[src/hdl/apple1_defines.svh]
// Clock divide, reset hold and baud divide values
// Address map bases and the unmapped read value
`ifndef APPLE1_DEFINES_SVH
`define APPLE1_DEFINES_SVH

//////////////////////////////////////////////////
// Timing

`define CPU_CLK_DIV   25          // 25 MHz down to a 1 MHz CPU enable
`define RESET_HOLD    4           // Enable pulses before the CPU leaves reset
`define UART_DIV      16          // clk25 cycles per serial bit, fast for simulation

//////////////////////////////////////////////////
// Address map

`define RAM_TOP       16'h1FFF    // RAM from 0x0000 up to here
`define TERM_BASE     16'hD010    // Four terminal registers
`define MODE_BASE     16'hC000    // Display mode register page

// Value seen on reads where nothing answers
`define UNMAPPED_DATA 8'hFF

`endif
[src/hdl/pwr_reset.sv]
// Reset stretcher for the CPU side
// Holds sys_rst for RESET_HOLD enable pulses after rst drops
`timescale 1ns/10ps
`default_nettype none
`include "apple1_defines.svh"

module pwr_reset
(
    input  wire  clk25,
    input  wire  rst,
    input  wire  cpu_clken,
    output logic sys_rst
);
    localparam int               hold_w    = $clog2(`RESET_HOLD + 1);
    localparam logic [hold_w-1:0] hold_last = hold_w'(`RESET_HOLD - 1);

    logic [hold_w-1:0] pulse_cnt;   // Enable pulses seen so far

    always_ff @(posedge clk25 or posedge rst)
    begin
        if (rst)
        begin
            pulse_cnt <= '0;
            sys_rst   <= 1'b1;
        end
        else if (sys_rst && cpu_clken)
        begin
            // Release on the last pulse itself, so reset ends aligned to the enable
            if (pulse_cnt == hold_last)
                sys_rst <= 1'b0;
            else
                pulse_cnt <= pulse_cnt + 1'b1;
        end
    end

endmodule

`default_nettype wire

[config.mk]
export PLATFORM = sky130hd
export DESIGN_NAME = pwr_reset
export DESIGN_NICKNAME = d
export VERILOG_FILES = /design/src/hdl/pwr_reset.sv
export VERILOG_INCLUDE_DIRS = /design/src /design/src/hdl
export SDC_FILE = /design/constraint.sdc
export NUM_CORES = 1
export LEC_CHECK = 0
export CORE_AREA = 2 2 39 41
export CTS_CLUSTER_SIZE = 20
export DETAILED_ROUTE_END_ITERATION = 6
export DIE_AREA = 0 0 41 43
export DONT_BUFFER_PORTS = 1
export PLACE_DENSITY = 0.35
export SLEW_MARGIN = 20
export SYNTH_ARGS = -nofsm -noshare
export SYNTH_HDL_FRONTEND = slang
export SYNTH_SLANG_ARGS = --single-unit
[constraint.sdc]
create_clock -name clk25 -period 2.2 [get_ports clk25]
set_input_delay 0.22 -clock clk25 [delete_from_list [all_inputs] [get_ports clk25]]
set_output_delay 0.22 -clock clk25 [all_outputs]
set_load 0.02 [all_outputs]
==> results of run 1 <==
## placed cells by master, fill, tap and decap left out
cell,instances
inv_1,2
ha_1,2
mux2_4,1
dfrtp_1,3
mux2i_1,1
nand3b_4,1
dfstp_2,1
xnor2_1,1
clkbuf_1,1
clkbuf_4,3
a21boi_0,1
dlygate4sd3_1,1
## final cells by class
| type | count | area (sq um) |
|---|---|---|
| Inverter | 2 | 7.51 |
| Sequential cell | 4 | 101 |
| Multi-Input combinational cell | 7 | 86.3 |
| Timing Repair Buffer | 1 | 10.0 |
| Tap cell | 16 | 20.0 |
| Clock buffer | 4 | 26.3 |
| Fill cell | 152 | 1130 |
## flip-flops by register name, summed over array words and instances, names as in the netlist
| signal | count |
|---|---|
| pulse_cnt | 3 |
| sys_rst | 1 |
## metrics by stage
stage	util (%)	cells	area, sq um	power, W	hold WS (ns)
6_report	18.2	34	251	0.000175	0.0646
3_5_place_dp	15.6	29	215	0.0000765	0.00203
3_3_place_gp	15.6	29	215	0.0000764	-0.00105
4_1_cts	18.2	34	251	0.000181	0.0565
2_1_floorplan	-	13	195	0.0000761	-0.0146
5_1_grt	18.2	34	251	0.000194	0.0464
## metal layers
layer	up-vias	wire, um	track usage (%)
met2	4	73	4.06
met3	2	33	7.85
li1	53	-	-
met4	0	6	6.00
met5	-	0	0
met1	42	143	5.52
## repair_timing
item / CTS / global route
hold buffers: 1 / 0
endpoints found under the setup margin: 0 / 0
endpoints found under the hold margin: 4 / 0
## kinds of logic after synthesis
logic type               Yosys count  share of synthesized area (%)
XOR/XNOR                           1                           4.49
flip-flops                         4                           51.9
AO/OA/AOI/OAI                      1                           3.85
multiplexers                       2                           12.8
buffers and inverters              2                           3.85
adder cells (fa/ha/maj)            2                           12.8
AND/OR/NAND/NOR                    1                           10.3
## final timing paths
path	start	end
max in group asynchronous	rst	sys_rst$_DFFE_PP1P_
worst min-delay path	cpu_clken	sys_rst$_DFFE_PP1P_
worst min register to register	pulse_cnt[0]$_DFFE_PP0P_	pulse_cnt[0]$_DFFE_PP0P_
worst max register to register	pulse_cnt[0]$_DFFE_PP0P_	pulse_cnt[1]$_DFFE_PP0P_
worst max-delay path	pulse_cnt[0]$_DFFE_PP0P_	pulse_cnt[1]$_DFFE_PP0P_
min in group asynchronous	rst	pulse_cnt[0]$_DFFE_PP0P_
## power groups by stage
stage | clock network [W] | registers [W] | logic, W
after floorplan | 0 | 0.0000749 | 0.00000121
after global placement | 0 | 0.0000749 | 0.00000149
after detailed placement | 0 | 0.0000749 | 0.00000155
after CTS | 0.000105 | 0.0000740 | 0.00000291
after global routing | 0.000117 | 0.0000739 | 0.00000329
final | 0.0000982 | 0.0000740 | 0.00000278
==> flow_metrics.py, run 1 <==
metrics = {
    "outcome": {
        "status": "complete, no violations",
    },
    "power_and_ir_drop": {
        "powerDensity_nw_per_um2": 696,
        "clkPwrFrac_pct": 56.1,
        "vdd_drop_max_mv": 0.236,
        "switching_share_pct": 18.1,
        "p_comb_share_pct": 1.6,
        "internal-power_w": 0.000143,
        "power.leakage_nw": 0.150,
        "p_sw_w": 0.0000317,
        "seqPwrFrac_pct": 42.3,
    },
    "sta": {
        "hold_viol": 0,
        "grt_setup_unrepaired": "false",
        "max_freq_mhz": 717,
        "worst_pin_slew_ns": 0.164,
        "setup_viol_count_final": 0,
        "setup_ws_ns": 0.805,
        "timing.final.crit_period_ns": 1.39,
        "skew_ns": 0.00600,
        "slew_headroom_pct": 89.0,
        "tns_ns": 0,
        "final.period_utilization_pct": 63.4,
        "slew_viol_final": 0,
    },
    "placed_design": {
        "port_buffers": 0,
        "gp_congestion": 0.614,
        "dp_slack_ns": 0.816,
    },
    "synth": {
        "synthTopCellsByArea": "dfrtp_1 38%, dfstp_2 13%, ha_1 13%",
        "synth_edf_count": 0,
        "synthTopCellsByCount": "3 x dfrtp_1, 2 x ha_1, 2 x inv_1",
        "syn_area_per_cell_sq_um": 15.0,
        "ys_ff_latch": 4,
        "async_flop_share_pct": 100,
        "synth_top_area_cell": "dfrtp_1",
        "yosysWarnings": 0,
        "ys.flop_type": "dfrtp_1",
        "yosysSeqAreaShare_pct": 51.9,
        "yosys.area.top_type_share_pct": 38.5,
        "synth_most_common_cell": "dfrtp_1",
        "synthCells": 13,
        "syn-num-nets": 18,
        "synth.cell_area_sq_um": 195,
        "yosysUniqueCellTypes": 9,
    },
    "floorplan": {
        "io_pins": 4,
        "num_rows": 14,
        "die-width_um": 41,
        "fp.dieH_um": 43,
        "dieArea_sq_um": 1760,
        "core_area_sq_um": 1380,
        "start_util_pct": 14.1,
    },
    "detailed_routing": {
        "drt-total-wl_um": 257,
        "avgRoutedWirePerCell_um": 7.56,
        "num_vias": 101,
        "drc_errors": 0,
        "ant_nets": 0,
        "vias_per_cell": 2.97,
        "drtPass1Iterations": 1,
        "drt-initial-drc-count": 0,
    },
    "clocking": {
        "numCtsBuffers": 3,
        "cts_resized": 0,
        "clk_path_buf_depth": 2,
        "cts_tree": "built",
        "clk_pin_slew_ns": 0.04,
        "clkSinkCount": 4,
        "cts_root_buffer": "clkbuf_4",
        "worstSkewPairLatency_ns": 0.23,
        "cts_setup_buffers": 0,
        "htreeDepth": 1,
    },
    "global_routing": {
        "overflow": 0,
        "grt_pass1_vias": 138,
        "grt_use_total_pct": 5.44,
        "grt_pass1_wl_um": 496,
        "antenna_found_initial": 0,
        "grt_start_max_net_pins": 5,
    },
    "final_layout": {
        "fin_nets": 24,
        "drive_above_1_share_pct": 33.3,
        "num_antenna_cells": 0,
        "area_delta_synth_final_pct": 28.8,
    },
    "flow_run": {
        "drv_cap": 0,
    },
    "setup_path": {
        "path_cells": "ha_1 > ha_1 > nand3b_4 > mux2_4",
        "timing_worst_setup_path_type": "register to register",
        "cp.required_ns": 2.32,
        "crit_path_end_kind": "register",
        "cp_data_arrival_time_ns": 1.51,
        "crit_fanout": 3,
        "cp-start-kind": "register",
        "critical-path-top-delay-family": "flip-flops",
        "crit_top_cell": "ha_1",
        "r2r_cells": 4,
        "slowest_stage": "dfrtp_1",
        "slowest_delay_ns": 0.39,
        "path_depth": 4,
        "r2r_slack_ns": 0.81,
        "critPathBufInv": 0,
    },
    "hold_path": {
        "hp-class": "primary input to register",
        "hold_depth": 1,
    },
}
(Power assumes the default switching activity.)
==> inputs of run 2 (changes only) <==
--- a/config.mk
+++ b/config.mk
@@ -11,7 +11,7 @@
 export DETAILED_ROUTE_END_ITERATION = 6
 export DIE_AREA = 0 0 41 43
 export DONT_BUFFER_PORTS = 1
-export PLACE_DENSITY = 0.35
+export PLACE_DENSITY = 0.36
 export SLEW_MARGIN = 20
 export SYNTH_ARGS = -nofsm -noshare
 export SYNTH_HDL_FRONTEND = slang
==> constraint.sdc (replaced) <==
create_clock -name clk25 -period 1.23 [get_ports clk25]
set_input_delay 0.123 -clock clk25 [delete_from_list [all_inputs] [get_ports clk25]]
set_output_delay 0.123 -clock clk25 [all_outputs]
set_load 0.02 [all_outputs]
==> flow_metrics.py, run 2 (synthesis results as in run 1) <==
metrics = {
    "setup_path": {
        "critical-path-top-delay-family": "flip-flops",
        "path_cells": "ha_2 > ha_4 > nand3b_4 > mux2_4",
        "r2r_cells": 4,
        "slowest_stage": "dfrtp_1",
        "crit_path_end_kind": "register",
        "slowest_delay_ns": 0.37,
        "cp-start-kind": "register",
        "cp.required_ns": 1.35,
        "critPathBufInv": 0,
        "timing_worst_setup_path_type": "register to register",
        "r2r_slack_ns": -0.07,
        "reg2reg_from": "pulse_cnt[0]$_DFFE_PP0P_",
        "cp_data_arrival_time_ns": 1.42,
        "crit_fanout": 2,
        "reg2reg_to": "pulse_cnt[1]$_DFFE_PP0P_",
    },
    "sta": {
        "final.period_utilization_pct": 106,
        "setup_ws_ns": -0.0694,
        "grt_setup_unrepaired": "true",
        "worst_pin_slew_ns": 0.169,
        "max_freq_mhz": 770,
        "hold_ws_ns": 0.128,
        "skew_ns": 0.00137,
        "slew_headroom_pct": 88.6,
        "timing.final.crit_period_ns": 1.30,
        "hold_viol": 0,
        "slew_viol_final": 0,
        "setup_viol_count_final": 3,
    },
    "detailed_routing": {
        "met1_length_um": 144,
        "drt-total-wl_um": 328,
        "drtPass1Iterations": 1,
        "ant_nets": 0,
        "num_vias": 125,
        "drt-initial-drc-count": 0,
        "vias_per_cell": 3.29,
        "routed-wl-met3_um": 33,
        "drc_errors": 0,
        "routed.top_layer": "met3",
        "met2WireLength_um": 149,
        "avgRoutedWirePerCell_um": 8.63,
    },
    "hold_path": {
        "hold_path_startpoint": "cpu_clken",
        "hp-class": "primary input to register",
        "hold_end": "pulse_cnt[1]$_DFFE_PP0P_",
        "hold_depth": 2,
    },
    "global_routing": {
        "grt_use_total_pct": 6.04,
        "grt_pass1_wl_um": 579,
        "grt_pass1_vias": 143,
        "antenna_found_initial": 0,
        "grt_start_max_net_pins": 5,
        "overflow": 0,
    },
    "placed_design": {
        "detailed_place.area_sq_um": 243,
        "port_buffers": 0,
        "place_inst": 32,
        "gp_congestion": 0.589,
        "hpwl_um": 237,
    },
    "final_layout": {
        "final_cell_area_sq_um": 299,
        "stdcell_count": 38,
        "drive_above_1_share_pct": 50.0,
        "fin_nets": 28,
        "final_core_util_pct": 21.6,
        "largest_reg_flops": 3,
        "num_antenna_cells": 0,
        "mostFrequentLayoutCells": "3 x clkbuf_4, 3 x buf_4, 3 x dfrtp_1, 2 x inv_1, 2 x dlygate4sd3_1",
        "area_delta_synth_final_pct": 53.2,
        "largest_register": "pulse_cnt",
        "reg.largest.list": "pulse_cnt x3, sys_rst x1",
    },
    "power_and_ir_drop": {
        "power.leakage_nw": 0.163,
        "vdd_drop_max_mv": 0.431,
        "powerDensity_nw_per_um2": 1070,
        "p_total_w": 0.000320,
    },
    "clocking": {
        "clkSinkCount": 4,
        "clk_path_buf_depth": 2,
        "cts_root_buffer": "clkbuf_4",
        "cts_tree": "built",
        "clk_pin_slew_ns": 0.04,
        "htreeDepth": 1,
        "worstSkewPairLatency_ns": 0.24,
        "cts_setup_buffers": 0,
        "numCtsBuffers": 3,
    },
    "flow_run": {
        "drv_cap": 0,
    },
    "floorplan": {
        "die-width_um": 41,
        "dieArea_sq_um": 1760,
        "start_util_pct": 14.1,
        "io_pins": 4,
        "num_rows": 14,
        "fp.dieH_um": 43,
        "core_area_sq_um": 1380,
    },
    "outcome": {
        "violations": "setup timing",
        "status": "finished with violations",
    },
}
run 2: changes by cell type in the layout (fill, tap and decap cells not counted):
| cell | previous run | this run |
|---|---|---|
| ha_1 | 2 | 0 |
| dlygate4sd3_1 | 1 | 2 |
| buf_4 | 0 | 3 |
| ha_2 | 0 | 1 |
| ha_4 | 0 | 1 |
run 2: per-layer routing:
metal | global-route usage (%) | vias to the layer above
met5 | 0 | -
met1 | 5.19 | 59
li1 | - | 60
met3 | 6.28 | 0
met2 | 7.19 | 6
met4 | 6.00 | 0
run 2: worst max path at each step:
| stage | from | endpoint | slack (ns) | cells past startpoint |
|---|---|---|---|---|
| 3_3_place_gp | pulse_cnt[1]$_DFFE_PP0P_ | pulse_cnt[1]$_DFFE_PP0P_ | -0.05 | 4 |
| 6_report | pulse_cnt[0]$_DFFE_PP0P_ | pulse_cnt[1]$_DFFE_PP0P_ | -0.07 | 4 |
| 4_1_cts | pulse_cnt[0]$_DFFE_PP0P_ | pulse_cnt[1]$_DFFE_PP0P_ | -0.07 | 4 |
| 2_1_floorplan | pulse_cnt[0]$_DFFE_PP0P_ | pulse_cnt[1]$_DFFE_PP0P_ | -0.05 | 4 |
| 3_5_place_dp | pulse_cnt[1]$_DFFE_PP0P_ | pulse_cnt[1]$_DFFE_PP0P_ | -0.07 | 4 |
| 5_1_grt | pulse_cnt[0]$_DFFE_PP0P_ | pulse_cnt[1]$_DFFE_PP0P_ | -0.10 | 4 |
run 2: area by class of cell:
cell class / count / area (sq um)
Timing Repair Buffer: 5 / 42.5
Clock buffer: 4 / 26.3
Multi-Input combinational cell: 7 / 101
Inverter: 2 / 7.51
Tap cell: 16 / 20.0
Sequential cell: 4 / 101
Fill cell: 148 / 1080
run 2: worst reg2reg max path, cell delays in order (launching register included):
cell	delay, ns
dfrtp_1	0.37
ha_2	0.20
ha_4	0.15
nand3b_4	0.15
mux2_4	0.30
run 2: power by group:
part	internal, W	total [W]	switching (W)
Clock	0.000122	0.000180	0.0000583
Combinational	0.00000444	0.00000759	0.00000316
Sequential	0.000132	0.000132	0
run 2: stage by stage:
step	setup slack [ns]	TNS [ns]
2_1_floorplan	-0.0518	-0.0518
3_5_place_dp	-0.0653	-0.122
3_3_place_gp	-0.0539	-0.0752
5_1_grt	-0.103	-0.255
6_report	-0.0694	-0.131
4_1_cts	-0.0692	-0.136
run 2: what timing repair did:
item,4_1_cts,5_1_grt
pin swaps,1,0
resized for setup,1,0
cloned,0,0
endpoints found under the hold margin,5,0
hold buffers,2,0
setup endpoints to repair,3,3
