===== config.mk =====
export PLATFORM = sky130hd
export DESIGN_NAME = bus_decoder_flat
export DESIGN_NICKNAME = d
export VERILOG_FILES = /design/src/hdl/apple1_bus_pkg.sv /design/src/hdl/periph_bus_if.sv /design/src/hdl/bus_decoder.sv /design/src/flat_wrapper.sv
export VERILOG_INCLUDE_DIRS = /design/src /design/src/hdl
export SDC_FILE = /design/constraint.sdc
export NUM_CORES = 1
export LEC_CHECK = 0
export BUFFER_PORTS_ARGS = -buffer_cell sky130_fd_sc_hd__buf_2
export CAP_MARGIN = 20
export CORE_UTILIZATION = 30
export DETAILED_ROUTE_END_ITERATION = 6
export PLACE_DENSITY = 0.85
export RECOVER_POWER = 50
export SLEW_MARGIN = 0
export SYNTH_ARGS = -nofsm -noshare
export SYNTH_HDL_FRONTEND = slang
export SYNTH_SLANG_ARGS = --single-unit

===== constraint.sdc =====
create_clock -name clk25 -period 1.05 [get_ports clk25]
set_input_delay 0.105 -clock clk25 [delete_from_list [all_inputs] [get_ports clk25]]
set_output_delay 0.105 -clock clk25 [all_outputs]
set_load 0.03 [all_outputs]

===== src/hdl/apple1_defines.svh =====
// Clock divide, reset hold and baud divide values
// Address map bases and the unmapped read value
`ifndef APPLE1_DEFINES_SVH
`define APPLE1_DEFINES_SVH

//////////////////////////////////////////////////
// Timing

`define CPU_CLK_DIV   25          // 25 MHz down to a 1 MHz CPU enable
`define RESET_HOLD    4           // Enable pulses before the CPU leaves reset
`define UART_DIV      16          // clk25 cycles per serial bit, fast for simulation

//////////////////////////////////////////////////
// Address map

`define RAM_TOP       16'h1FFF    // RAM from 0x0000 up to here
`define TERM_BASE     16'hD010    // Four terminal registers
`define MODE_BASE     16'hC000    // Display mode register page

// Value seen on reads where nothing answers
`define UNMAPPED_DATA 8'hFF

`endif

===== src/hdl/apple1_bus_pkg.sv =====
// CPU bus types shared by the decoder, memory, terminal and top level
`default_nettype none

package apple1_bus_pkg;

    // CPU side of the bus
    typedef logic [15:0] addr_t;     // Full 6502 address
    typedef logic [7:0]  data_t;     // One data byte

    // RAM word address, 8 KB deep
    typedef logic [12:0] ram_addr_t;

    // Register index inside a peripheral
    typedef logic [1:0]  reg_sel_t;

    // Display mode latched at 0xC000
    typedef logic [1:0]  mode_t;

endpackage

`default_nettype wire


===== src/hdl/periph_bus_if.sv =====
// Peripheral bus from the address decoder to one device
// Select, address, write data, write strobe and read data
`timescale 1ns/10ps
`default_nettype none

interface periph_bus_if;
    import apple1_bus_pkg::*;

    logic      sel;      // Device selected, qualified by the CPU enable
    ram_addr_t addr;     // Word address, terminal uses bits 1:0
    data_t     wdata;    // CPU write data
    logic      we;       // Write strobe, already gated
    data_t     rdata;    // Registered read data from the device

    // Decoder side
    modport ctrl
    (
        output sel, addr, wdata, we,
        input  rdata
    );

    // Device side
    modport dev
    (
        input  sel, addr, wdata, we,
        output rdata
    );

endinterface

`default_nettype wire


===== src/hdl/bus_decoder.sv =====
// Address decoder for the CPU bus
// Chip selects, gated write strobes, display mode register, read data mux
`timescale 1ns/10ps
`default_nettype none
`include "apple1_defines.svh"

module bus_decoder
(
    input  wire                        clk25,
    input  wire                        rst,
    input  wire                        cpu_clken,
    input  wire apple1_bus_pkg::addr_t cpu_addr,
    input  wire apple1_bus_pkg::data_t cpu_wdata,
    input  wire                        cpu_we,
    output apple1_bus_pkg::data_t      cpu_rdata,
    output apple1_bus_pkg::mode_t      display_mode,
    periph_bus_if.ctrl                 ram_bus,
    periph_bus_if.ctrl                 term_bus
);
    import apple1_bus_pkg::*;

    localparam addr_t ram_top   = `RAM_TOP;
    localparam addr_t term_base = `TERM_BASE;
    localparam addr_t mode_base = `MODE_BASE;

    logic ram_cs;
    logic term_cs;
    logic mode_cs;

    //////////////////////////////////////////////////
    // Chip selects

    assign ram_cs  = (cpu_addr <= ram_top);                  // 0x0000 .. 0x1FFF
    assign term_cs = (cpu_addr[15:2] == term_base[15:2]);    // 0xD010 .. 0xD013
    assign mode_cs = (cpu_addr[15:12] == mode_base[15:12]);  // Whole 0xCxxx page

    // Selects and strobes only count on the enabled edge
    assign ram_bus.sel   = ram_cs & cpu_clken;
    assign ram_bus.addr  = cpu_addr[12:0];
    assign ram_bus.wdata = cpu_wdata;
    assign ram_bus.we    = ram_bus.sel & cpu_we;

    assign term_bus.sel   = term_cs & cpu_clken;   // Also marks the read that clears ready
    assign term_bus.addr  = cpu_addr[12:0];
    assign term_bus.wdata = cpu_wdata;
    assign term_bus.we    = term_bus.sel & cpu_we;

    //////////////////////////////////////////////////
    // Display mode register

    always_ff @(posedge clk25 or posedge rst)
    begin
        if (rst)
            display_mode <= '0;
        else if (mode_cs && cpu_we && cpu_clken)
            display_mode <= cpu_wdata[1:0];        // Low two bits only
    end

    // Read data, first match wins
    always_comb
    begin
        if (ram_cs)
            cpu_rdata = ram_bus.rdata;
        else if (term_cs)
            cpu_rdata = term_bus.rdata;
        else if (mode_cs)
            cpu_rdata = data_t'(display_mode);     // Zero extended
        else
            cpu_rdata = `UNMAPPED_DATA;            // ROM ranges land here too
    end

endmodule

`default_nettype wire


===== src/flat_wrapper.sv =====
// flat-port wrapper written by rule: the top's interface ports become plain ports
module bus_decoder_flat import apple1_bus_pkg::*;
  (clk25, rst, cpu_clken, cpu_addr, cpu_wdata, cpu_we, cpu_rdata, display_mode, ram_bus_sel, ram_bus_addr, ram_bus_wdata, ram_bus_we, ram_bus_rdata, term_bus_sel, term_bus_addr, term_bus_wdata, term_bus_we, term_bus_rdata);
  periph_bus_if ram_bus_i ();
  periph_bus_if term_bus_i ();
  input  wire clk25;
  input  wire rst;
  input  wire cpu_clken;
  input  wire apple1_bus_pkg::addr_t cpu_addr;
  input  wire apple1_bus_pkg::data_t cpu_wdata;
  input  wire cpu_we;
  output apple1_bus_pkg::data_t cpu_rdata;
  output apple1_bus_pkg::mode_t display_mode;
  output wire logic [$bits(ram_bus_i.sel)-1:0] ram_bus_sel;
  output wire logic [$bits(ram_bus_i.addr)-1:0] ram_bus_addr;
  output wire logic [$bits(ram_bus_i.wdata)-1:0] ram_bus_wdata;
  output wire logic [$bits(ram_bus_i.we)-1:0] ram_bus_we;
  input wire logic [$bits(ram_bus_i.rdata)-1:0] ram_bus_rdata;
  output wire logic [$bits(term_bus_i.sel)-1:0] term_bus_sel;
  output wire logic [$bits(term_bus_i.addr)-1:0] term_bus_addr;
  output wire logic [$bits(term_bus_i.wdata)-1:0] term_bus_wdata;
  output wire logic [$bits(term_bus_i.we)-1:0] term_bus_we;
  input wire logic [$bits(term_bus_i.rdata)-1:0] term_bus_rdata;
  assign ram_bus_sel = ram_bus_i.sel;
  assign ram_bus_addr = ram_bus_i.addr;
  assign ram_bus_wdata = ram_bus_i.wdata;
  assign ram_bus_we = ram_bus_i.we;
  assign ram_bus_i.rdata = ram_bus_rdata;
  assign term_bus_sel = term_bus_i.sel;
  assign term_bus_addr = term_bus_i.addr;
  assign term_bus_wdata = term_bus_i.wdata;
  assign term_bus_we = term_bus_i.we;
  assign term_bus_i.rdata = term_bus_rdata;
  bus_decoder u_core (.clk25(clk25), .rst(rst), .cpu_clken(cpu_clken), .cpu_addr(cpu_addr), .cpu_wdata(cpu_wdata), .cpu_we(cpu_we), .cpu_rdata(cpu_rdata), .display_mode(display_mode), .ram_bus(ram_bus_i), .term_bus(term_bus_i));
endmodule

==> results of run 1 <==
cells in the mapped netlist (all sizes together):
master   number  share of area, %
nand3b        2               2.1
mux2          2               3.2
nor4b         1               1.2
nand2b        1              0.89
inv           1              0.53
nor2          3               1.6
nor4          8               7.1
or3           7               6.2
nor3          1              0.71
nor4bb        1               1.4
clkbuf        2               1.1
o32a          2               2.8
and4b         2               2.8
and3b         1               1.2
a21oi        12               8.5
a2bb2oi       2               2.5
dfrtp         2               7.1
buf          47                49
worst paths after layout:
kind                                         from                      to  slack, ps
setup / recovery                      cpu_addr[9]            cpu_rdata[3]       -250
hold / removal                       cpu_wdata[0]  u_core.display_mode[0]        160
setup reg to reg           u_core.display_mode[1]  u_core.display_mode[1]        260
hold reg to reg            u_core.display_mode[0]  u_core.display_mode[0]        550
max in group asynchronous                     rst  u_core.display_mode[0]        610
min in group asynchronous                     rst  u_core.display_mode[1]        330
logic make-up (layout without fill, tap and decap cells):
kind of cell	count (synthesis)	after routing	synth area share, %
compound gates	16	16	13.8
buf+inv	50	97	50.6
flops	2	2	7.08
mux	2	2	3.19
simple gates	27	28	25.3
through the flow:
stage	setup TNS (ps)	power (W)	utilization [%]	instance area, um2
final	-2060	0.000861	57.8	1280
after global routing	-2480	0.000903	57.8	1280
after CTS	-1990	0.000832	54.5	1200
after detailed placement	-4210	0.000587	43.2	956
after global placement	-4090	0.000582	43.2	956
after floorplan	-1100	0.000569	-	771
worst max-delay path: cells and delay by family:
kind                   cells  cell delay (ps)
AND/OR/NAND/NOR            2              730
buffers and inverters      2              250
AO/OA/AOI/OAI              1              110
placed cells by master, fill, tap and decap left out, types with 2 or more instances in the layout:
| master | instances |
|---|---|
| a21oi_1 | 3 |
| a21oi_2 | 9 |
| a2bb2oi_2 | 2 |
| and4b_2 | 2 |
| buf_2 | 54 |
| buf_4 | 13 |
| buf_6 | 21 |
| clkbuf_1 | 3 |
| clkbuf_4 | 3 |
| dfrtp_1 | 2 |
| mux2_4 | 2 |
| nand3b_1 | 2 |
| nor4_4 | 7 |
| o32a_1 | 2 |
| or3_1 | 6 |
| or3_4 | 2 |
what timing repair did:
item / in CTS / in global routing
pin swaps: 10 / 3
endpoints found under the setup margin: 11 / 13
resized for setup: 47 / 15
endpoints found under the hold margin: 2 / 0
cloned: 1 / 0
setup buffers: 0 / 1
hold buffers: 1 / 0
power by group:
group	internal [W]	leakage, nW	total [W]	switching (W)
combinational	0.000246	0.550	0.000591	0.000345
clock	0.000126	0.0138	0.000164	0.0000388
sequential	0.0000929	0.0256	0.000105	0.0000125
layer usage:
metal	GRT usage, %	up-vias
met4	8.33	0
li1	-	406
met3	3.33	8
met5	0	-
met1	17.6	382
met2	35.3	63
final cells by class:
class | count | share of cell area, %
clock buffers | 3 | 1.76
inverters | 1 | 0.294
multi-input cells | 46 | 40.8
flip-flops and latches | 2 | 3.91
well taps | 28 | 2.74
repair buffers | 93 | 50.5
==> results.json, run 1 <==
{
  "cp_slowest_cell": "or3_4",
  "final_cells": 173,
  "syn_nets": 141,
  "cts_tree": "yes",
  "largest_reg_flops": 2,
  "core.rowCount": 17,
  "relSlewSlack_pct": 75.4,
  "dr.pass1.iters": 5,
  "gr-total-overflow": 0,
  "critPathRequiredTime_ps": 940,
  "hpwlAfterDp_um": 1650,
  "fillers": 209,
  "place_inst": 167,
  "multi_input_area_um2": 522,
  "period_share_pct": 124,
  "regMostFlops": "u_core.display_mode",
  "violations": "setup timing",
  "dieArea_mm2": 0.00255,
  "arrival_ps": 1190,
  "crit_top_cell": "buf_6",
  "num_antenna_cells": 0,
  "die_w_um": 50.5,
  "hold-worst-slack_ps": 159,
  "final_nets": 191,
  "synth_area_per_cell_um2": 7.29,
  "hold_path_class": "in -> reg",
  "design.core.area_mm2": 0.00221,
  "setup_viol": 10,
  "wl_met2_um": 1320,
  "die_y_um": 50.5,
  "peakVddDrop_mv": 0.345,
  "preCtsSetupSlack_ps": -410,
  "numPortBuffers": 75,
  "drive_gt1_share_pct": 84.8,
  "routed.top_layer": "met4",
  "status": "complete, but fails checks",
  "vias": 859,
  "clock_sinks": 2,
  "yosysSeqAreaShare_pct": 7.08,
  "max_freq_ghz": 0.771,
  "rr_worst_depth": 1,
  "finalHoldViolCount": 0,
  "vias_per_cell": 4.97,
  "power.leakage_nw": 0.589,
  "setup_ws_ps": -247,
  "cap_violations": 0,
  "setup.worst_path.class": "in -> out",
  "slew_violations": 0,
  "grt_usage_pct": 17.9,
  "start_util_pct": 32.0,
  "synth_cell_type_count": 21,
  "area_growth_pct": 80.9,
  "clock_path_buffers": 2,
  "routed_wl_um": 2410,
  "io-pin-count": 100,
  "syn_inst": 97,
  "grt_pass1_wl_um": 3470,
  "insertion_delay_ps": 220,
  "netlist_area_um2": 707,
  "ctsRootBufferMaster": "clkbuf_4",
  "path_clk_slew_ps": 30,
  "startpoint_type": "input pin",
  "drc": 0,
  "rsz0062_at_grt": "true",
  "clock_skew_ps": 0,
  "power_density_mw_per_mm2": 674,
  "ant_nets": 0,
  "drt-wirelength-per-cell_um": 14.0,
  "tightest_slew_ps": 371,
  "max_stage_delay_ps": 450,
  "h-tree-depth": 1,
  "end_kind": "output pin",
  "wl_met3_um": 215,
  "grt_pass1_vias": 794,
  "wl_met1_um": 830,
  "top_regs": "u_core.display_mode x2",
  "period_minus_slack_ps": 1300,
  "synth-seq-cells": 2,
  "cp_max_fo": 5,
  "dr.first_iter.drc_count": 10,
  "seqCellArea_um2": 50.0,
  "holdPathStages": 2,
  "antenna_found_initial": 0,
  "grt_max_degree": 11,
  "cp_cell_sequence": "buf_6 > or3_4 > nor4_4 > a21oi_2 > buf_6",
  "ys_warn_count": 0,
  "place.gp.congestion": 0.788,
  "cts_buffers": 3
}
(Power assumes the default switching activity.)
==> inputs of run 2 (changes only) <==
--- a/config.mk
+++ b/config.mk
@@ -12,6 +12,7 @@
 export DETAILED_ROUTE_END_ITERATION = 6
 export PLACE_DENSITY = 0.85
 export RECOVER_POWER = 50
+export REMOVE_ABC_BUFFERS = 1
 export SLEW_MARGIN = 0
 export SYNTH_ARGS = -nofsm -noshare
 export SYNTH_HDL_FRONTEND = slang
==> results.json, run 2 (synthesis results as in run 1) <==
{
  "clock_skew_ps": 0,
  "place.gp.congestion": 0.674,
  "critPathBufInv": 2,
  "routed_wl_um": 2220,
  "max_freq_ghz": 0.784,
  "critPathRequiredTime_ps": 940,
  "ant_nets": 0,
  "regMostFlops": "u_core.display_mode",
  "dieArea_mm2": 0.00255,
  "hpwlAfterDp_um": 1710,
  "finalHoldViolCount": 0,
  "peakVddDrop_mv": 0.542,
  "ctsRootBufferMaster": "clkbuf_4",
  "cp_max_fo": 5,
  "setup.worst_path.class": "in -> out",
  "slew_violations": 0,
  "layout_common_cells": "buf_2, buf_4, buf_6, a21oi_1, or3_1",
  "setup_viol": 10,
  "arrival_ps": 1170,
  "seqCellArea_um2": 50.0,
  "cts_tree": "yes",
  "largest_reg_flops": 2,
  "io-pin-count": 100,
  "dr.pass1.iters": 2,
  "grt_pass1_vias": 770,
  "holdPathStages": 2,
  "final_nets": 189,
  "period_share_pct": 121,
  "fin_area_mm2": 0.00113,
  "setup_ws_ps": -225,
  "grt_usage_pct": 16.9,
  "violations": "setup timing",
  "crit_family": "simple AND/OR/NAND/NOR gates",
  "drive_gt1_share_pct": 76.9,
  "vias": 832,
  "cp_cell_sequence": "buf_8 > or3_4 > nor4_4 > a21oi_4 > buf_6",
  "dr.first_iter.drc_count": 4,
  "numPortBuffers": 75,
  "die_w_um": 50.5,
  "vias_per_cell": 4.87,
  "status": "complete, but fails checks",
  "start_util_pct": 32.0,
  "core.rowCount": 17,
  "end_kind": "output pin",
  "cap_violations": 0,
  "rsz0062_at_grt": "true",
  "tightest_slew_ps": 377,
  "clock_path_buffers": 2,
  "power.leakage_nw": 0.541,
  "startpoint_type": "input pin",
  "placedInstanceArea_um2": 881,
  "hold_path_class": "in -> reg",
  "fillers": 226,
  "grt_pass1_wl_um": 3340,
  "num_antenna_cells": 0,
  "die_y_um": 50.5,
  "power_density_mw_per_mm2": 702,
  "multi_input_area_um2": 432,
  "fin_total_pwr_w": 0.000796,
  "design.core.area_mm2": 0.00221,
  "preCtsSetupSlack_ps": -403,
  "h-tree-depth": 1,
  "grt_max_degree": 13,
  "fin_setup_tns_ps": -1940,
  "cts_buffers": 3,
  "clock_sinks": 2,
  "drc": 0,
  "insertion_delay_ps": 220,
  "antenna_found_initial": 0,
  "cp_slowest_cell": "or3_4",
  "rr_worst_depth": 1,
  "max_stage_delay_ps": 440,
  "area_growth_pct": 60.4,
  "drt-wirelength-per-cell_um": 13.0,
  "layout_commonest_cell": "buf_2",
  "period_minus_slack_ps": 1270,
  "relSlewSlack_pct": 74.8,
  "gr-total-overflow": 0,
  "path_clk_slew_ps": 30,
  "top_regs": "u_core.display_mode x2",
  "cp.depth": 5
}
==> run 2: cell count changes in the layout (fill, tap and decap cells not counted), moves of 2 or more <==
cell and delta:
buf_6 -11, a2bb2oi_1 +2, mux2_4 -2, mux2_2 +2
nor4_2 +3, a21oi_2 -7, buf_4 +5, buf_2 +4
nor4_4 -3, a21oi_1 +6, a2bb2oi_2 -2
==> run 2: final timing paths <==
| path | endpoint | slack (ps) | startpoint |
|---|---|---|---|
| worst max-delay path | cpu_rdata[6] | -220 | cpu_addr[9] |
| worst min-delay path | u_core.display_mode[1] | 160 | cpu_wdata[1] |
| worst max register to register | u_core.display_mode[1] | 280 | u_core.display_mode[1] |
| worst min register to register | u_core.display_mode[0] | 530 | u_core.display_mode[0] |
| max in group asynchronous | u_core.display_mode[0] | 670 | rst |
| min in group asynchronous | u_core.display_mode[1] | 270 | rst |
==> run 2: stage by stage <==
step,hold slack [ps],instances,utilization [%]
floorplan,-154,48,-
global placement,-44.5,165,39.8
detailed placement,-43.7,165,39.8
CTS,153,171,49.2
global route,169,171,51.2
finish,155,171,51.2
==> run 2: area by class of cell <==
| type | count | area share [%] |
|---|---|---|
| multi-input cells | 46 | 38.1 |
| well taps | 28 | 3.09 |
| repair buffers | 91 | 52.1 |
| clock buffers | 3 | 1.99 |
| inverters | 1 | 0.331 |
| flip-flops and latches | 2 | 4.42 |
==> run 2: metal layers <==
metal  GRT usage [%]  up-vias  wire (um)
met3            7.88        0        273
li1                -      397          -
met2            32.2       66       1130
met1            16.5      369        812
met5               0        -          0
met4            2.78        0          0
==> run 2: timing repair <==
| item | CTS | global route |
|---|---|---|
| endpoints found under the hold margin | 2 | 0 |
| buffers inserted | 1 | 0 |
| endpoints found under the setup margin | 10 | 11 |
| hold buffers | 1 | 0 |
| cloned | 1 | 0 |
| pin swaps | 4 | 0 |
| resized for setup | 35 | 10 |
==> run 2: power by group <==
part	total [W]	switching, W	internal [W]
Combinational	0.000526	0.000315	0.000211
Sequential	0.000104	0.0000107	0.0000929
Clock	0.000167	0.0000408	0.000126
Total	0.000796	0.000366	0.000430
