File: src/hdl/apple1_defines.svh
// Clock divide, reset hold and baud divide values
// Address map bases and the unmapped read value
`ifndef APPLE1_DEFINES_SVH
`define APPLE1_DEFINES_SVH

//////////////////////////////////////////////////
// Timing

`define CPU_CLK_DIV   25          // 25 MHz down to a 1 MHz CPU enable
`define RESET_HOLD    4           // Enable pulses before the CPU leaves reset
`define UART_DIV      16          // clk25 cycles per serial bit, fast for simulation

//////////////////////////////////////////////////
// Address map

`define RAM_TOP       16'h1FFF    // RAM from 0x0000 up to here
`define TERM_BASE     16'hD010    // Four terminal registers
`define MODE_BASE     16'hC000    // Display mode register page

// Value seen on reads where nothing answers
`define UNMAPPED_DATA 8'hFF

`endif
File: src/hdl/apple1_serial_pkg.sv
// Serial frame counter types and the shared 8N1 state enum
`default_nettype none

package apple1_serial_pkg;

    typedef logic [3:0]  bit_cnt_t;     // Data bit index in a frame
    typedef logic [15:0] baud_cnt_t;    // clk25 count within one bit

    // Same encoding for the transmitter and the receiver
    typedef enum logic [1:0] {
        idle,     // Line high, waiting
        start,    // Start bit
        data,     // Eight data bits, LSB first
        stop      // Stop bit
    } serial_state_t;

endpackage

`default_nettype wire

File: src/hdl/apple1_bus_pkg.sv
// CPU bus types shared by the decoder, memory, terminal and top level
`default_nettype none

package apple1_bus_pkg;

    // CPU side of the bus
    typedef logic [15:0] addr_t;     // Full 6502 address
    typedef logic [7:0]  data_t;     // One data byte

    // RAM word address, 8 KB deep
    typedef logic [12:0] ram_addr_t;

    // Register index inside a peripheral
    typedef logic [1:0]  reg_sel_t;

    // Display mode latched at 0xC000
    typedef logic [1:0]  mode_t;

endpackage

`default_nettype wire

File: src/hdl/periph_bus_if.sv
// Peripheral bus from the address decoder to one device
// Select, address, write data, write strobe and read data
`timescale 1ns/10ps
`default_nettype none

interface periph_bus_if;
    import apple1_bus_pkg::*;

    logic      sel;      // Device selected, qualified by the CPU enable
    ram_addr_t addr;     // Word address, terminal uses bits 1:0
    data_t     wdata;    // CPU write data
    logic      we;       // Write strobe, already gated
    data_t     rdata;    // Registered read data from the device

    // Decoder side
    modport ctrl
    (
        output sel, addr, wdata, we,
        input  rdata
    );

    // Device side
    modport dev
    (
        input  sel, addr, wdata, we,
        output rdata
    );

endinterface

`default_nettype wire

File: src/hdl/serial_terminal.sv
// Serial terminal port, 8N1 transmit and receive
// Data and status registers, send-ready flag on serial_cts
`timescale 1ns/10ps
`default_nettype none
`include "apple1_defines.svh"

module serial_terminal
(
    input  wire       clk25,
    input  wire       rst,
    periph_bus_if.dev bus,
    input  wire       serial_rx,
    output logic      serial_tx,
    output logic      serial_cts
);
    import apple1_bus_pkg::*;
    import apple1_serial_pkg::*;

    // Register map
    localparam reg_sel_t rx_data_reg = 2'd0;    // Read clears ready
    localparam reg_sel_t rx_stat_reg = 2'd1;
    localparam reg_sel_t tx_data_reg = 2'd2;
    localparam reg_sel_t tx_stat_reg = 2'd3;

    localparam baud_cnt_t baud_last = baud_cnt_t'(`UART_DIV - 1);
    localparam baud_cnt_t baud_half = baud_cnt_t'(`UART_DIV / 2 - 1);
    localparam bit_cnt_t  bit_last  = 4'd7;

    reg_sel_t      reg_sel;
    logic          tx_load;
    logic          tx_busy;
    logic          rd_clear;
    serial_state_t tx_state;
    baud_cnt_t     tx_baud;
    bit_cnt_t      tx_bit;
    data_t         tx_shift;
    serial_state_t rx_state;
    baud_cnt_t     rx_baud;
    bit_cnt_t      rx_bit;
    data_t         rx_shift;
    data_t         rx_data;
    logic          rx_ready;
    logic          rx_meta;
    logic          rx_sync;
    logic          rx_bit_tick;
    logic          rx_stop_ok;

    assign reg_sel  = bus.addr[1:0];
    assign tx_busy  = (tx_state != idle);
    assign tx_load  = bus.we && (reg_sel == tx_data_reg) && !tx_busy;  // Dropped while busy
    assign rd_clear = bus.sel && !bus.we && (reg_sel == rx_data_reg);
    assign serial_cts = ~rx_ready;         // Hold off the host while a byte waits

    //////////////////////////////////////////////////
    // Transmitter

    always_ff @(posedge clk25 or posedge rst)
    begin
        if (rst)
        begin
            tx_state  <= idle;
            tx_baud   <= '0;
            tx_bit    <= '0;
            serial_tx <= 1'b1;             // Line idles high
        end
        else
        begin
            case (tx_state)
                idle:
                    if (tx_load)
                    begin
                        tx_state  <= start;
                        tx_baud   <= '0;
                        serial_tx <= 1'b0;           // Start bit right away
                    end
                start:
                    if (tx_baud == baud_last)
                    begin
                        tx_state  <= data;
                        tx_baud   <= '0;
                        tx_bit    <= '0;
                        serial_tx <= tx_shift[0];    // LSB first
                    end
                    else
                        tx_baud <= tx_baud + 1'b1;
                data:
                    if (tx_baud == baud_last)
                    begin
                        tx_baud <= '0;
                        tx_bit  <= tx_bit + 1'b1;
                        if (tx_bit == bit_last)
                        begin
                            tx_state  <= stop;
                            serial_tx <= 1'b1;
                        end
                        else
                            serial_tx <= tx_shift[1];  // Next bit before the shift lands
                    end
                    else
                        tx_baud <= tx_baud + 1'b1;
                default:                             // Stop bit, busy until its end
                    if (tx_baud == baud_last)
                        tx_state <= idle;
                    else
                        tx_baud <= tx_baud + 1'b1;
            endcase
        end
    end

    //////////////////////////////////////////////////
    // Receiver

    always_ff @(posedge clk25 or posedge rst)
    begin
        if (rst)
        begin
            rx_meta  <= 1'b1;
            rx_sync  <= 1'b1;
            rx_state <= idle;
            rx_baud  <= '0;
            rx_bit   <= '0;
            rx_ready <= 1'b0;
        end
        else
        begin
            rx_meta <= serial_rx;          // Two flop synchronizer
            rx_sync <= rx_meta;
            if (rd_clear)
                rx_ready <= 1'b0;
            case (rx_state)
                idle:
                begin
                    rx_baud <= '0;
                    if (!rx_sync)
                        rx_state <= start;           // Falling edge of start bit
                end
                start:
                    if (rx_baud == baud_half)        // Middle of start bit
                    begin
                        rx_baud  <= '0;
                        rx_bit   <= '0;
                        rx_state <= rx_sync ? idle : data;  // Glitch goes back to idle
                    end
                    else
                        rx_baud <= rx_baud + 1'b1;
                data:
                    if (rx_baud == baud_last)
                    begin
                        rx_baud <= '0;
                        rx_bit  <= rx_bit + 1'b1;
                        if (rx_bit == bit_last)
                            rx_state <= stop;
                    end
                    else
                        rx_baud <= rx_baud + 1'b1;
                default:
                    if (rx_baud == baud_last)
                    begin
                        rx_state <= idle;
                        if (rx_sync)
                            rx_ready <= 1'b1;        // Set wins over a same-cycle clear
                    end
                    else
                        rx_baud <= rx_baud + 1'b1;
            endcase
        end
    end

    assign rx_bit_tick = (rx_state == data) && (rx_baud == baud_last);
    assign rx_stop_ok  = (rx_state == stop) && (rx_baud == baud_last) && rx_sync;

    // Shift registers, held byte and read data
    always_ff @(posedge clk25)
    begin
        if (tx_load)
            tx_shift <= bus.wdata;
        else if ((tx_state == data) && (tx_baud == baud_last))
            tx_shift <= {1'b0, tx_shift[7:1]};
        if (rx_bit_tick)
            rx_shift <= {rx_sync, rx_shift[7:1]};    // LSB arrives first
        if (rx_stop_ok)
            rx_data <= rx_shift;                     // Overrun overwrites
        case (reg_sel)
            rx_data_reg: bus.rdata <= rx_data;
            rx_stat_reg: bus.rdata <= {rx_ready, 7'b0};
            tx_stat_reg: bus.rdata <= {tx_busy, 7'b0};
            default:     bus.rdata <= '0;            // Transmit data is write only
        endcase
    end

endmodule

`default_nettype wire

File: src/flat_wrapper.sv
// flat-port wrapper written by rule: the top's interface ports become plain ports
module serial_terminal_flat import apple1_bus_pkg::*; import apple1_serial_pkg::*;
  (clk25, rst, serial_rx, serial_tx, serial_cts, bus_sel, bus_addr, bus_wdata, bus_we, bus_rdata);
  periph_bus_if bus_i ();
  input  wire clk25;
  input  wire rst;
  input  wire serial_rx;
  output logic serial_tx;
  output logic serial_cts;
  input wire logic [$bits(bus_i.sel)-1:0] bus_sel;
  input wire logic [$bits(bus_i.addr)-1:0] bus_addr;
  input wire logic [$bits(bus_i.wdata)-1:0] bus_wdata;
  input wire logic [$bits(bus_i.we)-1:0] bus_we;
  output wire logic [$bits(bus_i.rdata)-1:0] bus_rdata;
  assign bus_i.sel = bus_sel;
  assign bus_i.addr = bus_addr;
  assign bus_i.wdata = bus_wdata;
  assign bus_i.we = bus_we;
  assign bus_rdata = bus_i.rdata;
  serial_terminal u_core (.clk25(clk25), .rst(rst), .bus(bus_i), .serial_rx(serial_rx), .serial_tx(serial_tx), .serial_cts(serial_cts));
endmodule
File: config.mk
export PLATFORM = sky130hd
export DESIGN_NAME = serial_terminal_flat
export DESIGN_NICKNAME = d
export VERILOG_FILES = /design/src/hdl/apple1_serial_pkg.sv /design/src/hdl/apple1_bus_pkg.sv /design/src/hdl/periph_bus_if.sv /design/src/hdl/serial_terminal.sv /design/src/flat_wrapper.sv
export VERILOG_INCLUDE_DIRS = /design/src /design/src/hdl
export SDC_FILE = /design/constraint.sdc
export NUM_CORES = 1
export LEC_CHECK = 0
export ABC_AREA = 1
export BUFFER_PORTS_ARGS = -buffer_cell sky130_fd_sc_hd__clkbuf_2
export CAP_MARGIN = 15
export CORE_MARGIN = 10
export CORE_UTILIZATION = 45
export DETAILED_ROUTE_END_ITERATION = 7
export PLACE_DENSITY = 0.6
export SYNTH_ARGS = -nofsm -noshare
export SYNTH_HDL_FRONTEND = slang
export SYNTH_SLANG_ARGS = --single-unit
File: constraint.sdc
create_clock -name clk25 -period 2.25 [get_ports clk25]
set_input_delay 0.45 -clock clk25 [delete_from_list [all_inputs] [get_ports clk25]]
set_output_delay 0.45 -clock clk25 [all_outputs]
set_load 0.02 [all_outputs]
==> results.md, run 1 <==
* Crit-path max FO at 23
* IO Port Bufs at 24
* Number of global-route vias before repair at between 3,000 and 4,000
* Hold-fix buffers, CTS at 0
* WL per Instance at roughly 13 um
* Nets at about 570
* Share of cells above drive strength 1 at around 14%
* # diodes at 0
* Largest net degree at the start of global routing at around 50
* Final WS setup at 0.440 ns
* GP Congestion at between 0.8 and 0.9
* Sequential-to-total area share from yosys stat at between 50% and 60%
* Routed WL at about 8.0 mm
* Top-area cell type share of the netlist area at 27.2%
* Hold_ws at about 0.17 ns
* Area post-placement at around 4400 um2
* Synth top cells by count: 130 x nand2_1, 71 x nor2_1, 57 x inv_1
* Initial Util at 46.8%
* CP required at between 2 and 2.5 ns
* Final Cell Area at about 4600 um2
* Synth Instances at just under 500
* RSZ-0062 raised after global routing: false
* Hold Crit Class: in2reg
* Routed Antenna Nets at 0
* H-tree Lvls at 3
* Fin. Hold Viols at 0
* Row cnt at 34
* R2r setup slk at 0.44 ns
* Clock skew at about 0.0086 ns
* WS Path Type: reg2reg
* P_leak at 2.16 nW
* Drt first-iter violations at 155
* GRT overflow at 0
* Net Count, Synth at around 530
* Antenna violations before repair at 0
* Max IR drop VDD at between 400 and 500 uV
* Core ar. at just under 9000 um2
* Count leader, synth: nand2_1
* CTS max path bufs at 2
* Height of the chip at ~120 um
* Filler Cells Inserted at 844
* GRT Util Overall at a little over an eighth
* Pint at approximately 2.5 mW
* CTS tree: built
* Worst Hold Depth at 1
* Post-synth cell types at 37
* Worst-path clk slew at 0.09 ns
* Pre-Repair DR Iteration Count at 4
* Clock power frac at between 20% and 30%
* Combinational group share of total power at 28.9%
* Setup repair bufs after CTS at 0
* Setup total negative slack at 0 ns
* Largest registers: u_core.rx_baud (16), u_core.tx_baud (16)
* Synthesized flop and latch total at 80
* Area of the mapped netlist at between 4000 and 5000 um2
* First-pass GRT wire length at 14.5 mm
* Max Slew Vio Count at 0
* Worst-Skew Late Latency at around 0.36 ns
* Vias at 3,133
* Post-CTS resize count at 0
* DIE AREA at roughly 13,000 um2
* Max Cap Violations at 0
* Post-synth EDFFs at 24
* Io pins at 36
* Async S/R FF share, synth at 60.0%
* PwrDens at between 800 and 900 nW/um2
* Area growth, synth to finish at 11.3%
* CTS Root Cell: clkbuf_8
* Yosys warns at 0
* CTS Sinks at 80
* Critical path arrival at 2.05 ns
* Element type at the critical path end: register
* Worst reg2reg path depth at 9
* Run status: completed
* Sw frac at 37.5%
* Top FF cell, synth: dfrtp_1
* Crit start category: register
* Vias per cell at a little under 5
* Flop pwr share at ~43%
* Max frequency at around 0.55 GHz
* Period utilisation layout at between 80% and 90%
* Setup WS pre-CTS at 0.434 ns
* Psw at roughly 1.5 mW
* Slew Limit Headroom at roughly three fifths
* Tmin final at approximately 1.8 ns
* Num CTS Buffers at 9
* Slew @ Worst Pin at around 0.62 ns
* Synth area leaders: dfrtp_1 27%, edfxtp_1 17%, nand2_1 12%
* Die Wd at around 120 um
* Endpoints failing setup at 0
* Detail Placement HPWL at approximately 6 mm
* Top cell type by total area after synthesis: dfrtp_1
* Avg Cell Area, Syn at 8.40 um2
* DRC viols at 0
## layout make-up
type / instances / area (um2) / area share [%]
flip-flops and latches: 80 / 2090 / 45.3
multi-input cells: 347 / 1790 / 38.8
inverters: 58 / 220 / 4.78
repair buffers: 31 / 173 / 3.75
well taps: 108 / 135 / 2.93
clock buffers: 9 / 124 / 2.69
clock inverters: 7 / 83.8 / 1.82
## routing by layer
| metal | up-vias | track usage, % | wire [um] |
|---|---|---|---|
| li1 | 1666 | - | - |
| met5 | - | 0 | 0 |
| met3 | 9 | 3.57 | 277 |
| met4 | 0 | 4.59 | 104 |
| met2 | 31 | 21.2 | 3720 |
| met1 | 1427 | 16.7 | 3920 |
## per-stage QoR
step | total power, mW | util (%) | std cells
after global placement | 2.92 | 49.7 | 624
after detailed placement | 2.95 | 49.7 | 624
after global routing | 4.34 | 52.1 | 640
after CTS | 4.09 | 52.1 | 640
after floorplan | 2.67 | - | 493
final | 4.02 | 52.1 | 640
## cell families after synthesis
| kind of cell | Yosys count | synth area share [%] |
|---|---|---|
| buf+inv | 66 | 6.50 |
| xor+xnor | 15 | 3.17 |
| simple gates | 254 | 25.7 |
| flops | 80 | 50.4 |
| mux | 7 | 1.90 |
| compound gates | 58 | 8.43 |
| fa+ha+maj | 13 | 3.93 |
## path summary, 6_finish.rpt
check	start	to
setup reg to reg	u_core.tx_state[0]	u_core.tx_baud[11]
hold reg to reg	u_core.rx_meta	u_core.rx_sync
hold / removal	serial_rx	u_core.rx_meta
max in group asynchronous	rst	u_core.rx_bit[0]
setup / recovery	u_core.tx_state[0]	u_core.tx_baud[11]
min in group asynchronous	rst	u_core.tx_baud[11]
## critical path, stage by stage (launching register included)
cell     delay (ns)
dfrtp_1        0.42
inv_1          0.10
ha_1           0.28
inv_1          0.08
nor2_1         0.15
inv_1          0.14
nand2_2        0.11
nand2_4        0.09
inv_4          0.20
o21ai_0        0.12
## cell usage in the layout, fill, tap and decap left out, drive strengths merged
| cell | instances |
|---|---|
| a21o | 1 |
| a21oi | 2 |
| a31oi | 5 |
| and2 | 1 |
| buf | 7 |
| bufinv | 1 |
| clkbuf | 33 |
| clkinv | 1 |
| clkinvlp | 1 |
| dfrtp | 45 |
| dfstp | 3 |
| dfxtp | 8 |
| edfxtp | 24 |
| ha | 13 |
| inv | 62 |
| mux2 | 7 |
| nand2 | 136 |
| nand3 | 31 |
| nand3b | 1 |
| nand4 | 6 |
| nor2 | 73 |
| nor3 | 1 |
| nor3b | 1 |
| o2111ai | 2 |
| o211ai | 3 |
| o21ai | 37 |
| o22ai | 3 |
| o311ai | 3 |
| o31ai | 2 |
| or2 | 4 |
| xnor2 | 5 |
| xor2 | 10 |
## power by group through the flow
stage	Sequential, mW	Clock [mW]	Combinational, mW
global placement	1.76	0	1.16
CTS	1.74	1.17	1.18
global route	1.76	1.23	1.35
detailed placement	1.77	0	1.18
finish	1.74	1.12	1.16
floorplan	1.76	0	0.915
Note: power is estimated with default switching activity, not from simulation.
==> run 2: changes to the inputs <==
--- a/config.mk
+++ b/config.mk
@@ -12,7 +12,7 @@
 export CORE_MARGIN = 10
 export CORE_UTILIZATION = 45
 export DETAILED_ROUTE_END_ITERATION = 7
-export PLACE_DENSITY = 0.6
+export PLACE_DENSITY = 0.62
 export SYNTH_ARGS = -nofsm -noshare
 export SYNTH_HDL_FRONTEND = slang
 export SYNTH_SLANG_ARGS = --single-unit
==> constraint.sdc (replaced) <==
create_clock -name clk25 -period 1.5 [get_ports clk25]
set_input_delay 0.3 -clock clk25 [delete_from_list [all_inputs] [get_ports clk25]]
set_output_delay 0.3 -clock clk25 [all_outputs]
set_load 0.02 [all_outputs]
==> results.md, run 2 (same netlist as run 1, synthesis figures left out) <==
* Io pins at 36 (unchanged)
* Placed Instances at 682 (+9.3%)
* DIE AREA at 13,400 um2 (unchanged)
* Drt first-iter violations at 202 (+30%)
* P_leak at 2.59 nW (+20%)
* CTS Root Cell: clkbuf_8
* CP required at 1.75 ns (-0.74 ns)
* Period utilisation layout at 100% (+20 points)
* Max layer used: met4
* Most common cell after layout, fill and taps aside: nand2_1
* Hold_ws at 0.220 ns (+0.0520 ns)
* Largest net degree at the start of global routing at 49 (unchanged)
* Max IR drop VDD at 1080 uV (+120%)
* Slew @ Worst Pin at 0.302 ns (-0.321 ns)
* Commonest non-fill, non-tap cells in the layout: 118 x nand2_1, 77 x buf_4, 52 x nor2_1
* CTS tree: built
* R2r setup slk at -0.004 ns (-0.44 ns)
* Element type at the critical path end: register
* Largest registers: u_core.rx_baud (16), u_core.tx_baud (16)
* Slew Limit Headroom at 79.8% (+21 points)
* Nets at 645 (+14%)
* Run status: complete, but fails checks
* PwrDens at 1340 nW/um2 (+53%)
* Worst Hold Depth at 3 (+2)
* M1 WL at 4.16 mm (+6.1%)
* IO Port Bufs at 24 (unchanged)
* Fin. Hold Viols at 0 (unchanged)
* Worst reg2reg endpoint: u_core.rx_baud[6]
* # diodes at 0 (unchanged)
* Violated checks: negative setup slack
* CTS Sinks at 80 (unchanged)
* Worst-path clk slew at 0.09 ns (about the same)
* Endpoints failing setup at 2 (+2)
* WS Path Type: reg2reg
* Clock skew at 0.0120 ns (+0.00340 ns)
* Share of cells above drive strength 1 at 36.3% (+22 points)
* WL per Instance at 13.1 um (+4.5%)
* Max Slew Vio Count at 0 (unchanged)
* Die Wd at 116 um (unchanged)
* Row cnt at 34 (unchanged)
* Max frequency at 0.665 GHz (+20%)
* Antenna violations before repair at 0 (unchanged)
* Tmin final at 1.50 ns (-0.306 ns)
* Worst hold start: bus_we
* GP Congestion at 0.870 (-2.2%)
* Routed WL at 9.43 mm (+17%)
* Hold endpoint: u_core.rx_ready
* H-tree Lvls at 3 (unchanged)
* Finished Layout Cells at 719 (+12%)
* Area growth, synth to finish at 35.6%
* Height of the chip at 116 um (unchanged)
* GRT Util Overall at 14.3% (+1.1 points)
* CTS max path bufs at 2 (unchanged)
* First-pass GRT wire length at 15.6 mm (+8.1%)
* Length of routed met3 wiring at 284 um (+2.5%)
* Worst-Skew Late Latency at 0.36 ns (about the same)
* Worst reg2reg path depth at 8 (-1)
* Initial Util at 46.8% (unchanged)
* Pre-Repair DR Iteration Count at 4 (unchanged)
* Critical path arrival at 1.75 ns (-0.30 ns)
* Hold Crit Class: in2reg
* Final WS setup at -0.00399 ns (-0.444 ns)
* Reg2reg start: u_core.rx_baud[0]
* Vias at 3,563 (+14%)
* Crit start category: register
* RSZ-0062 raised after global routing: true
* Vias per cell at 4.96 (+1.2%)
* Met2 WL at 4.83 mm (+30%)
* GRT overflow at 0 (unchanged)
* Number of global-route vias before repair at 3,474 (+12%)
* Crit-path max FO at 6 (-74%)
* DRC viols at 0 (unchanged)
* Num CTS Buffers at 9 (unchanged)
* Core ar. at 8850 um2 (unchanged)
* Detail Placement HPWL at 6.36 mm (+8.5%)
* Max Cap Violations at 0 (unchanged)
* Routed Antenna Nets at 0 (unchanged)
-- run 2: cell count changes in the layout (fill, tap and decap cells not counted), sizes merged --
| cell | change |
|---|---|
| dlygate4sd3 | +2 |
| clkinv | +1 |
| buf | +77 |
| inv | -1 |
-- run 2: power breakdown --
group          switching [mW]  leakage [nW]  total, mW  internal [mW]
combinational            1.76          1.55       3.19           1.43
clock                   0.927         0.104       1.73          0.805
sequential              0.164         0.927       2.60           2.44
-- run 2: how the worst max path moves through the flow --
stage / startpoint / end / slack, ns / depth (start not counted)
6_report: u_core.rx_baud[0] / u_core.rx_baud[6] / -0.004 / 8
5_1_grt: u_core.rx_baud[0] / u_core.rx_baud[5] / -0.18 / 8
4_1_cts: u_core.rx_baud[1] / u_core.rx_baud[6] / 0.002 / 8
3_5_place_dp: u_core.rx_baud[15] / u_core.rx_baud[6] / -0.16 / 8
3_3_place_gp: u_core.rx_baud[15] / u_core.rx_baud[14] / -0.10 / 8
2_1_floorplan: u_core.tx_state[0] / u_core.tx_baud[7] / -0.02 / 10
-- run 2: metrics by stage --
step | cell area, um2 | setup slack (ns) | power (mW) | utilization, % | setup TNS [ns]
floorplan | 4200 | -0.0160 | 4.08 | - | -0.0319
global placement | 4920 | -0.102 | 4.95 | 55.6 | -2.75
detailed placement | 4920 | -0.159 | 5.02 | 55.6 | -4.30
CTS | 5320 | 0.00192 | 7.06 | 60.2 | 0
global route | 5620 | -0.175 | 8.04 | 63.5 | -2.68
finish | 5620 | -0.00399 | 7.52 | 63.5 | -0.00565
-- run 2: cell type report --
| cell class | count | area, um2 |
|---|---|---|
| tap | 108 | 135 |
| inverter | 58 | 230 |
| multi-input combinational | 347 | 2140 |
| clock inverter | 7 | 86.3 |
| sequential | 80 | 2090 |
| fill | 759 | 3230 |
| clock buffer | 9 | 124 |
| timing repair buffer | 110 | 815 |
-- run 2: layer usage --
metal | GRT usage, % | up-vias
met5 | 0 | -
met4 | 5.75 | 0
met3 | 2.48 | 11
met2 | 24.6 | 49
met1 | 17.4 | 1678
li1 | - | 1825
-- run 2: worst max-delay path, cell delays in order (launching register included) --
cell,delay (ns)
dfrtp_1,0.41
ha_4,0.18
nand3_1,0.08
nor2_1,0.15
nand2_2,0.10
nand2_4,0.11
nand3_4,0.10
nor2_4,0.20
nor2_1,0.06
-- run 2: timing repair --
item	CTS	global route
gates resized for setup	32	72
buffers inserted	7	12
pin swaps	9	31
setup endpoints to repair	68	65
hold buffers	2	0
endpoints found under the hold margin	46	0
